$ cat src/logic/lcd_pkg.sv
package lcd_pkg;

  // Timer width, wide enough for the power-on wait at the full clock rate
  localparam int CNT_W = 20;

  // Sequence layout: command writes first, then the message characters
  localparam int NUM_CMDS  = 8;
  localparam int MSG_LEN   = 14;
  localparam int NUM_STEPS = NUM_CMDS + MSG_LEN;

  // HD44780 command bytes
  localparam logic [7:0] CMD_WAKE       = 8'h30;
  localparam logic [7:0] CMD_FUNC_SET   = 8'h38;
  localparam logic [7:0] CMD_ENTRY_MODE = 8'h06;
  localparam logic [7:0] CMD_DISPLAY_ON = 8'h0C;
  localparam logic [7:0] CMD_CLEAR      = 8'h01;
  localparam logic [7:0] CMD_ROW0_HOME  = 8'h80;

  // First character sits in the top byte
  localparam logic [MSG_LEN-1:0][7:0] MSG_LANDING = "FLIGHT LANDING";
  localparam logic [MSG_LEN-1:0][7:0] MSG_TAKEOFF = "FLIGHT TAKEOFF";

  typedef logic [$clog2(NUM_STEPS)-1:0] step_idx_t;

  typedef enum logic {
    msg_landing,
    msg_takeoff
  } msg_sel_t;

  // Hold-off kinds after a write
  typedef enum logic [2:0] {
    dly_wake_long,
    dly_wake_short,
    dly_cmd,
    dly_clear
  } delay_class_t;

  // Pins of the 8-bit LCD bus
  typedef struct packed {
    logic       e;
    logic       rs;
    logic [7:0] data;
  } lcd_bus_t;

  // One entry of the write sequence
  typedef struct packed {
    logic         rs;
    logic [7:0]   data;
    delay_class_t dly;
  } lcd_step_t;

endpackage

$ cat src/logic/lcd_delay_timer.sv
`timescale 1ns/1ps

module lcd_delay_timer (
  input  logic                     clk,
  input  logic                     rst,
  input  logic                     load,
  input  logic [lcd_pkg::CNT_W-1:0] load_value,
  output logic                     expired
);
  import lcd_pkg::*;

  logic [CNT_W-1:0] count;
  logic             idle;

  // Count reaches zero exactly load_value cycles after the load
  always_ff @(posedge clk or posedge rst) begin
    if (rst) begin
      count <= '0;
      idle  <= 1'b1;
    end else if (load) begin
      count <= load_value - CNT_W'(1);
      idle  <= 1'b0;
    end else if (!idle) begin
      if (count == '0) begin
        idle <= 1'b1;
      end else begin
        count <= count - CNT_W'(1);
      end
    end
  end

  assign expired = !idle && (count == '0);

  a_load_nonzero: assert property (@(posedge clk) disable iff (rst)
    load |-> load_value != '0);

endmodule

$ cat src/logic/lcd_step_rom.sv
`timescale 1ns/1ps

module lcd_step_rom (
  input  lcd_pkg::step_idx_t step_idx,
  input  lcd_pkg::msg_sel_t  active_mode,
  output lcd_pkg::lcd_step_t step
);
  import lcd_pkg::*;

  logic [MSG_LEN-1:0][7:0] msg;
  step_idx_t               char_idx;

  assign msg      = (active_mode == msg_takeoff) ? MSG_TAKEOFF : MSG_LANDING;
  assign char_idx = step_idx - step_idx_t'(NUM_CMDS);

  always_comb begin
    step = '{rs: 1'b0, data: 8'h00, dly: dly_cmd};
    case (step_idx)
      // Wake-up, the first one needs the long settle
      0: begin
        step = '{rs: 1'b0, data: CMD_WAKE, dly: dly_wake_long};
      end
      1, 2: begin
        step = '{rs: 1'b0, data: CMD_WAKE, dly: dly_wake_short};
      end
      3: begin
        step = '{rs: 1'b0, data: CMD_FUNC_SET, dly: dly_cmd};
      end
      4: begin
        step = '{rs: 1'b0, data: CMD_ENTRY_MODE, dly: dly_cmd};
      end
      5: begin
        step = '{rs: 1'b0, data: CMD_DISPLAY_ON, dly: dly_cmd};
      end
      // Clear is the slow command
      6: begin
        step = '{rs: 1'b0, data: CMD_CLEAR, dly: dly_clear};
      end
      7: begin
        step = '{rs: 1'b0, data: CMD_ROW0_HOME, dly: dly_cmd};
      end
      default: begin
        if (step_idx < step_idx_t'(NUM_STEPS)) begin
          step.rs   = 1'b1;
          step.data = msg[MSG_LEN - 1 - int'(char_idx)];
          step.dly  = dly_cmd;
        end
      end
    endcase
  end

endmodule

$ cat src/logic/lcd_sequencer.sv
`timescale 1ns/1ps

module lcd_sequencer #(
  parameter int unsigned POWER_UP_CYCLES   = 750000,
  parameter int unsigned WAKE_LONG_CYCLES  = 250000,
  parameter int unsigned WAKE_SHORT_CYCLES = 8000,
  parameter int unsigned CMD_CYCLES        = 2000,
  parameter int unsigned CLEAR_CYCLES      = 82000,
  parameter int unsigned ENABLE_CYCLES     = 12
) (
  input  logic                      clk,
  input  logic                      rst,
  input  lcd_pkg::msg_sel_t         mode,
  input  lcd_pkg::lcd_step_t        step,
  input  logic                      expired,
  output lcd_pkg::step_idx_t        step_idx,
  output lcd_pkg::msg_sel_t         active_mode,
  output logic                      load,
  output logic [lcd_pkg::CNT_W-1:0] load_value,
  output lcd_pkg::lcd_bus_t         lcd
);
  import lcd_pkg::*;

  typedef enum logic [2:0] {
    st_power_up,
    st_setup,
    st_pulse,
    st_hold,
    st_done
  } state_t;

  localparam step_idx_t LAST_STEP = step_idx_t'(NUM_STEPS - 1);

  state_t           state;
  logic             run;
  logic             restart;
  logic [CNT_W-1:0] hold_cycles;

  function automatic logic [CNT_W-1:0] class_cycles(delay_class_t dly);
    case (dly)
      dly_wake_long:  return CNT_W'(WAKE_LONG_CYCLES);
      dly_wake_short: return CNT_W'(WAKE_SHORT_CYCLES);
      dly_clear:      return CNT_W'(CLEAR_CYCLES);
      default:        return CNT_W'(CMD_CYCLES);
    endcase
  endfunction

  // A fresh run after reset, or the selected message no longer matches
  assign restart     = !run || (mode != active_mode);
  assign hold_cycles = class_cycles(step.dly);

  // Timer is loaded on the edge that enters each timed phase
  always_comb begin
    load       = 1'b0;
    load_value = '0;
    if (restart) begin
      load       = 1'b1;
      load_value = CNT_W'(POWER_UP_CYCLES);
    end else if (state == st_setup) begin
      load       = 1'b1;
      load_value = CNT_W'(ENABLE_CYCLES);
    end else if (state == st_pulse && expired && step_idx != LAST_STEP) begin
      load       = 1'b1;
      load_value = hold_cycles;
    end
  end

  always_ff @(posedge clk or posedge rst) begin
    if (rst) begin
      state       <= st_power_up;
      run         <= 1'b0;
      active_mode <= msg_landing;
      step_idx    <= '0;
      lcd         <= '0;
    end else if (restart) begin
      state       <= st_power_up;
      run         <= 1'b1;
      active_mode <= mode;
      step_idx    <= '0;
      lcd         <= '0;
    end else begin
      case (state)
        st_power_up: begin
          if (expired) begin
            lcd.rs   <= step.rs;
            lcd.data <= step.data;
            state    <= st_setup;
          end
        end
        st_setup: begin
          lcd.e <= 1'b1;
          state <= st_pulse;
        end
        st_pulse: begin
          if (expired) begin
            lcd.e <= 1'b0;
            if (step_idx == LAST_STEP) begin
              state <= st_done;
            end else begin
              // Hold-off already loaded from this step, so move on now
              step_idx <= step_idx + step_idx_t'(1);
              state    <= st_hold;
            end
          end
        end
        st_hold: begin
          if (expired) begin
            lcd.rs   <= step.rs;
            lcd.data <= step.data;
            state    <= st_setup;
          end
        end
        st_done: begin
          lcd <= '0;
        end
        default: begin
          state <= st_power_up;
        end
      endcase
    end
  end

  a_no_enable_idle: assert property (@(posedge clk) disable iff (rst)
    state inside {st_power_up, st_done} |-> !lcd.e);

  a_data_stable: assert property (@(posedge clk) disable iff (rst)
    lcd.e |-> $stable(lcd.data) && $stable(lcd.rs));

endmodule

$ cat src/logic/lcd_top.sv
`timescale 1ns/1ps

module lcd_top #(
  parameter int unsigned POWER_UP_CYCLES   = 750000,
  parameter int unsigned WAKE_LONG_CYCLES  = 250000,
  parameter int unsigned WAKE_SHORT_CYCLES = 8000,
  parameter int unsigned CMD_CYCLES        = 2000,
  parameter int unsigned CLEAR_CYCLES      = 82000,
  parameter int unsigned ENABLE_CYCLES     = 12
) (
  input  logic              clk,
  input  logic              rst,
  input  lcd_pkg::msg_sel_t mode,
  output lcd_pkg::lcd_bus_t lcd
);
  import lcd_pkg::*;

  step_idx_t        step_idx;
  msg_sel_t         active_mode;
  lcd_step_t        step;
  logic             load;
  logic [CNT_W-1:0] load_value;
  logic             expired;

  lcd_sequencer #(
    .POWER_UP_CYCLES   (POWER_UP_CYCLES),
    .WAKE_LONG_CYCLES  (WAKE_LONG_CYCLES),
    .WAKE_SHORT_CYCLES (WAKE_SHORT_CYCLES),
    .CMD_CYCLES        (CMD_CYCLES),
    .CLEAR_CYCLES      (CLEAR_CYCLES),
    .ENABLE_CYCLES     (ENABLE_CYCLES)
  ) u_seq (
    .clk         (clk),
    .rst         (rst),
    .mode        (mode),
    .step        (step),
    .expired     (expired),
    .step_idx    (step_idx),
    .active_mode (active_mode),
    .load        (load),
    .load_value  (load_value),
    .lcd         (lcd)
  );

  lcd_delay_timer u_timer (
    .clk        (clk),
    .rst        (rst),
    .load       (load),
    .load_value (load_value),
    .expired    (expired)
  );

  lcd_step_rom u_rom (
    .step_idx    (step_idx),
    .active_mode (active_mode),
    .step        (step)
  );

endmodule

$ cat config.mk
export PLATFORM = sky130hd
export DESIGN_NAME = lcd_top
export DESIGN_NICKNAME = d
export VERILOG_FILES = /design/src/logic/lcd_pkg.sv /design/src/logic/lcd_delay_timer.sv /design/src/logic/lcd_step_rom.sv /design/src/logic/lcd_sequencer.sv /design/src/logic/lcd_top.sv
export SDC_FILE = /design/constraint.sdc
export NUM_CORES = 1
export LEC_CHECK = 0
export CAP_MARGIN = 20
export CORE_AREA = 4 4 92 94
export CTS_BUF_LIST = sky130_fd_sc_hd__clkbuf_8 sky130_fd_sc_hd__clkbuf_16
export CTS_CLUSTER_DIAMETER = 80
export DETAILED_ROUTE_END_ITERATION = 8
export DIE_AREA = 0 0 96 98
export DONT_BUFFER_PORTS = 1
export GPL_ROUTABILITY_DRIVEN = 0
export PLACE_DENSITY = 0.66
export SYNTH_ARGS = -nofsm -noshare
export SYNTH_HDL_FRONTEND = slang
export SYNTH_SLANG_ARGS = --single-unit
export TNS_END_PERCENT = 100
$ cat constraint.sdc
create_clock -name clk -period 5.9 [get_ports clk]
set_clock_uncertainty 0.2 [all_clocks]
set_input_delay 0.59 -clock clk [delete_from_list [all_inputs] [get_ports clk]]
set_output_delay 0.59 -clock clk [all_outputs]
set_load 0.1 [all_outputs]
== After elaboration in Yosys (flattened, before gate mapping) ==
Cells that the tools add are included.

* $add $sub $neg: 5
* Mux-type cells: 33
* Equality and inequality tests: 22
* Order comparisons: 2
* Reduce and logical (&&, ||, !) cells: 21

{| class="wikitable"
|+ Operators with widths
! cell !! count
|-
| 20-bit 2-to-1 mux || 5
|-
| 12-bit one-hot mux with 7 select lines || 1
|-
| 18-bit one-hot mux with 3 select lines || 1
|-
| 53-bit 2-to-1 mux || 1
|-
| 20-bit by 1-bit subtractor with 20-bit output, second input constant || 2
|-
| 8-bit binary-select mux with 4-bit select || 1
|-
| 32-bit by 6-bit less-than comparator with 1-bit output, second input constant || 1
|-
| 5-bit by 3-bit == test with 1-bit output, second input constant || 4
|-
| 20-bit logical NOT || 1
|-
| 5-bit 2-to-1 mux || 4
|-
| 18-bit 2-to-1 mux || 1
|-
| 9-bit one-hot mux with 2 select lines || 1
|-
| 8-bit 2-to-1 mux || 2
|-
| 12-bit 2-to-1 mux || 1
|-
| 3-bit 2-to-1 mux || 4
|-
| 3-bit one-hot mux with 4 select lines || 1
|-
| 5-bit by 2-bit == test with 1-bit output, second input constant || 2
|-
| 10-bit 2-to-1 mux || 1
|-
| 3-bit by 2-bit == test with 1-bit output, second input constant || 3
|-
| 9-bit 2-to-1 mux || 1
|-
| 1-bit 2-to-1 mux || 7
|-
| 3-bit by 1-bit == test with 1-bit output, second input constant || 2
|-
| 3-bit logical NOT || 2
|-
| 3-bit by 1-bit != test with 1-bit output, second input constant || 2
|-
| 22 further kinds || 32
|}

* Output and inout port bits: 10
* Bits in registers: 41

== Longest topological paths before layout ==
* Depth after elaboration: 14
* Mapped depth: 16

== Hierarchy ==
From an unflattened synthesis, not the netlist that was laid out.

* Cells, all modules: 393
* Area, all modules: 3458.3 um^2

{| class="wikitable"
|+ By module, submodules not included
! module !! area an instance (um^2) !! cells each !! seq. area each (um^2) !! times used
|-
| lcd_delay_timer || 1779.2 || 186 || 526.8 || 1
|-
| lcd_sequencer || 1194.9 || 134 || 500.5 || 1
|-
| lcd_step_rom || 484.2 || 73 || 0.0 || 1
|}

== Worst setup path before layout ==
No wires, ideal clock.

* Kind: reg-to-reg
* Start: reg u_seq.step_idx[1]
* End: reg u_timer.count[10]
* Stages on the path, launching flop included: 17
* Path slack: 1.747 ns
* Library setup time: 0.124 ns
* Data required time: 5.576 ns
* Arrival time: 3.829 ns
* Buffers on the path: 2
* Cell sequence: dfrtp_1 > clkbuf_1 > inv_1 > ha_1 > and4b_1 > buf_2 > or4b_4 > nor2_8 > nor2_4 > nand2_1 > ha_1 > nand3_1 > a2111oi_4 > o21ai_2 > or3b_2 > o211ai_1 > nand2_1

* Cells in the longest elaborated chain, start to end: 10
* Elaborated cells between the ends (all ways): 27

{| class="wikitable"
|+ RTL lines
! what !! line !! text
|-
| start, declared || lcd_sequencer.sv:16 || <nowiki>output lcd_pkg::step_idx_t step_idx,</nowiki>
|-
| start signal, assigned || lcd_sequencer.sv:101 || <nowiki>step_idx <= step_idx + step_idx_t'(1);</nowiki>
|-
| 5-bit by 1-bit == test with 1-bit output or 5-bit by 2-bit == test with 1-bit output (tied branches) || lcd_step_rom.sv:18 || <nowiki>case (step_idx)</nowiki>
|-
| 2-bit OR reduction || -- ||
|-
| 12-bit one-hot mux with 7 select lines || lcd_step_rom.sv:18 ||
|-
| 3-bit by 2-bit == test with 1-bit output, or another cell as far along || lcd_sequencer.sv:40 || <nowiki>case (dly)</nowiki>
|-
| 18-bit one-hot mux with 3 select lines || lcd_sequencer.sv:40 ||
|-
| 18-bit 2-to-1 mux || lcd_sequencer.sv:62 || <nowiki>end else if (state == st_pulse && expired && step_idx != LAST_STEP) begin</nowiki>
|-
| 20-bit 2-to-1 mux || lcd_sequencer.sv:59 || <nowiki>end else if (state == st_setup) begin</nowiki>
|-
| 20-bit 2-to-1 mux || lcd_sequencer.sv:56 || <nowiki>if (restart) begin</nowiki>
|-
| 20-bit by 1-bit subtractor with 20-bit output || lcd_delay_timer.sv:21 || <nowiki>count <= load_value - CNT_W'(1);</nowiki>
|-
| 20-bit 2-to-1 mux || lcd_delay_timer.sv:20 || <nowiki>end else if (load) begin</nowiki>
|-
| end signal, assigned || lcd_delay_timer.sv:21 ||
|-
| end signal, assigned || lcd_delay_timer.sv:27 || <nowiki>count <= count - CNT_W'(1);</nowiki>
|-
| end, declared || lcd_delay_timer.sv:12 || <nowiki>logic [CNT_W-1:0] count;</nowiki>
|}

Parallel ways exist; a longest one is shown, timed or not.
A chain may end at the register's enable or synchronous reset.

== Worst setup path after layout ==
* Start: reg u_seq.step_idx[1]
* End: reg u_timer.count[16]

Same word-level chain as after synthesis.

==> run metrics <==
synth warn 0; full die area ~9400 sq um; maximum clock path buffer count 2; Max Cap Viol 0; Final Util about 41%; Int Pwr ~0.00038 W; worst-path maximum fanout 17; CP Cell Sequence inv_1, ha_1, and4b_1, or4b_4, nor2_8, nor2_4, nand2_1, ha_1, nand3_1, a2111oi_4, o21ai_2, nand3b_1, or4_1, nand3_1; Die Ht approximately 100 microns; actual slew at the worst max-slew pin 0.941 ns; Hold Buf Count CTS 0; post-layout minimum cycle time 4.55 ns; status complete, no violations; DRC Markers 0; CP startpoint u_seq.step_idx[1]$_DFFE_PP0P_; fillers 748; worst endpoint required time 5.93 ns; critical path launch point type register; Area growth syn-to-layout 4.78%; FFs w/ async S/R, synth between 90% and 100%; Num Clock Sinks 41; Synth top area share between 30% and 40%; commonest cells in the netlist dfrtp_1 (40), nand2_1 (40), o21ai_0 (29), nor2_1 (28), a21oi_1 (27); area of the core around 7600 sq um; sequential fraction of the synthesis area roughly a third; P_sw 0.000155 W; Final Max Tran Viols 0; Die X 96 microns; Final Cycle Share 77.1%; post-synth top area cell dfrtp_1; Post-Route Setup TNS 0 ns; site row count 32; I/O Pins 13; WP buf/inv 1; CP top delay family simple AND/OR/NAND/NOR gates; CTS tree built; cts repair resizes 0; port bufs 0; power share of the combinational group approximately 8.6%; Slew HR around 37%; CP Class register to register; initial drt markers around 240; vias in the first global route 2467; top cells by area, synth dfrtp_1 (33%), ha_1 (5.4%), nand2_1 (5.0%); post-CTS setup buffers 0; Clock Latency Late Sink about 0.3 ns; Num CTS Buffers 5; area of the multi-input gates 1860 sq um; Hold Vio Cnt, Final 0; Static Leak between 1 and 1.5 nW; Starting Density slightly below 40%; Antenna Cells 0; synthesized area roughly 3000 sq um; slowest library cell on the worst path dfrtp_1; Post-synth EDFFs 0; VDD IR-drop max approximately 0.00009 V; overall routing resource usage 16.1%; # setup viols final 0; FF-to-FF Start u_seq.step_idx[1]$_DFFE_PP0P_; drt first pass iters 5; H-tree levels 2; post-synthesis sequential element count 41; final WL roughly 7300 microns; Post-DRT Antenna Nets 0; Syn Area/Cell between 8 and 9 sq um; FMAX about 220 MHz; share of cells above drive strength 1 under 10%; largest net degree at the start of global routing 42; wire length per cell roughly 16 microns; Mapped Cells 359; Critical Path AT roughly 4.6 ns; HPWL Detailed roughly 5300 microns; worst hold path type input pin to async pin; vias per cell about 6; initial antenna violation count 0; Reg area approximately 1000 sq um; Seq pwr share between 50% and 60%; unrepaired setup endpoints after global routing no; Clk Tree Root Cell clkbuf_8; via count ~2700; GRT overflow 0; Worst-path clk slew 0.09 ns; crit path capture type register; layout net count ~370; Clock power frac between 30% and 40%; Crit path largest cell delay a little over 0.6 ns; sw frac around 29%; Top FF cell, synth dfrtp_1; first-pass GRT wire length approximately 12000 microns; Pwr per Cell Area around 170 nW/um^2; Fin Hold WS 0.0882 ns; Mapped Nets ~380; Distinct cells, synth 66
per-layer routing:
| layer | share of wire (%) | track usage (%) | vias up |
|---|---|---|---|
| met3 | 6.7 | 3.47 | 21 |
| met4 | 2.9 | 6.67 | 0 |
| li1 | - | - | 1309 |
| met1 | 46 | 22.3 | 1275 |
| met2 | 44 | 24.1 | 104 |
| met5 | 0 | 0 | - |
cells by family after synthesis:
logic type               share of synthesized area (%)
XOR/XNOR                                          3.20
buffers and inverters                             4.03
flip-flops                                        34.2
AND/OR/NAND/NOR                                   29.6
AO/OA/AOI/OAI                                     21.8
adder cells (fa/ha/maj)                           5.41
other                                            0.125
multiplexers                                      1.66
final cells by class:
cell class,instances,area share [%]
inverters,11,1.31
well taps,102,4.05
clock buffers,5,2.18
multi-input cells,288,59.0
flip-flops and latches,41,32.6
repair buffers,2,0.476
clock inverters,3,0.397
state kept, by name, indices dropped and copies added, names as in the netlist:
signal	flops
u_timer.count	20
u_seq.lcd	10
u_seq.step_idx	5
u_seq.state	3
u_seq.active_mode	1
u_seq.run	1
u_timer.idle	1
power by group through the flow:
| stage | logic, W | registers (W) | clock network [W] |
|---|---|---|---|
| 2_1_floorplan | 0.0000389 | 0.000315 | 0 |
| 3_5_place_dp | 0.0000473 | 0.000319 | 0 |
| 4_1_cts | 0.0000472 | 0.000313 | 0.000186 |
| 5_1_grt | 0.0000529 | 0.000316 | 0.000198 |
| 3_3_place_gp | 0.0000463 | 0.000319 | 0 |
| 6_report | 0.0000466 | 0.000314 | 0.000179 |
cells in the final DEF (no fill, tap or decap), types with 3 or more instances in the layout:
master    instances
a22o_1            4
dfrtp_1          40
nand2b_1          5
nor2b_1           5
o211ai_1          4
a21oi_1          27
xnor2_1          10
nand3_1          19
ha_1             13
a211oi_1          4
o31a_1            3
nor4_1           10
nand2_1          40
or4_1             6
mux2i_1           5
o21ai_0          29
nor2_1           28
clkbuf_8          5
and2_1            3
nor3_1           12
or3_1             4
inv_1            11
a221oi_1          4
o21ai_1           3
path summary, 6_finish.rpt:
check / end / cells past startpoint / slack [ns]
max reg2reg: u_timer.count[16]$_DFFE_PP0P_ / 14 / 1.35
min in group clk: u_seq.active_mode$_DFFE_PP0N_ / 0 / 0.12
min reg2reg: u_timer.count[7]$_DFFE_PP0P_ / 2 / 0.37
min: u_seq.lcd[6]$_DFFE_PP0P_ / 2 / 0.09
max in group asynchronous: u_timer.idle$_DFF_PP1_ / 2 / 5.03
max: u_timer.count[16]$_DFFE_PP0P_ / 14 / 1.35
per-stage QoR:
| step | std cells | setup WS (ns) | cell area, sq um | total power (W) |
|---|---|---|---|---|
| finish | 452 | 1.35 | 3150 | 0.000540 |
| global route | 452 | 1.01 | 3150 | 0.000567 |
| CTS | 452 | 1.37 | 3150 | 0.000547 |
| detailed placement | 444 | 1.40 | 3070 | 0.000366 |
| global placement | 444 | 1.51 | 3070 | 0.000366 |
| floorplan | 359 | 1.75 | 3010 | 0.000354 |
Power figures use the tool's default switching activity.
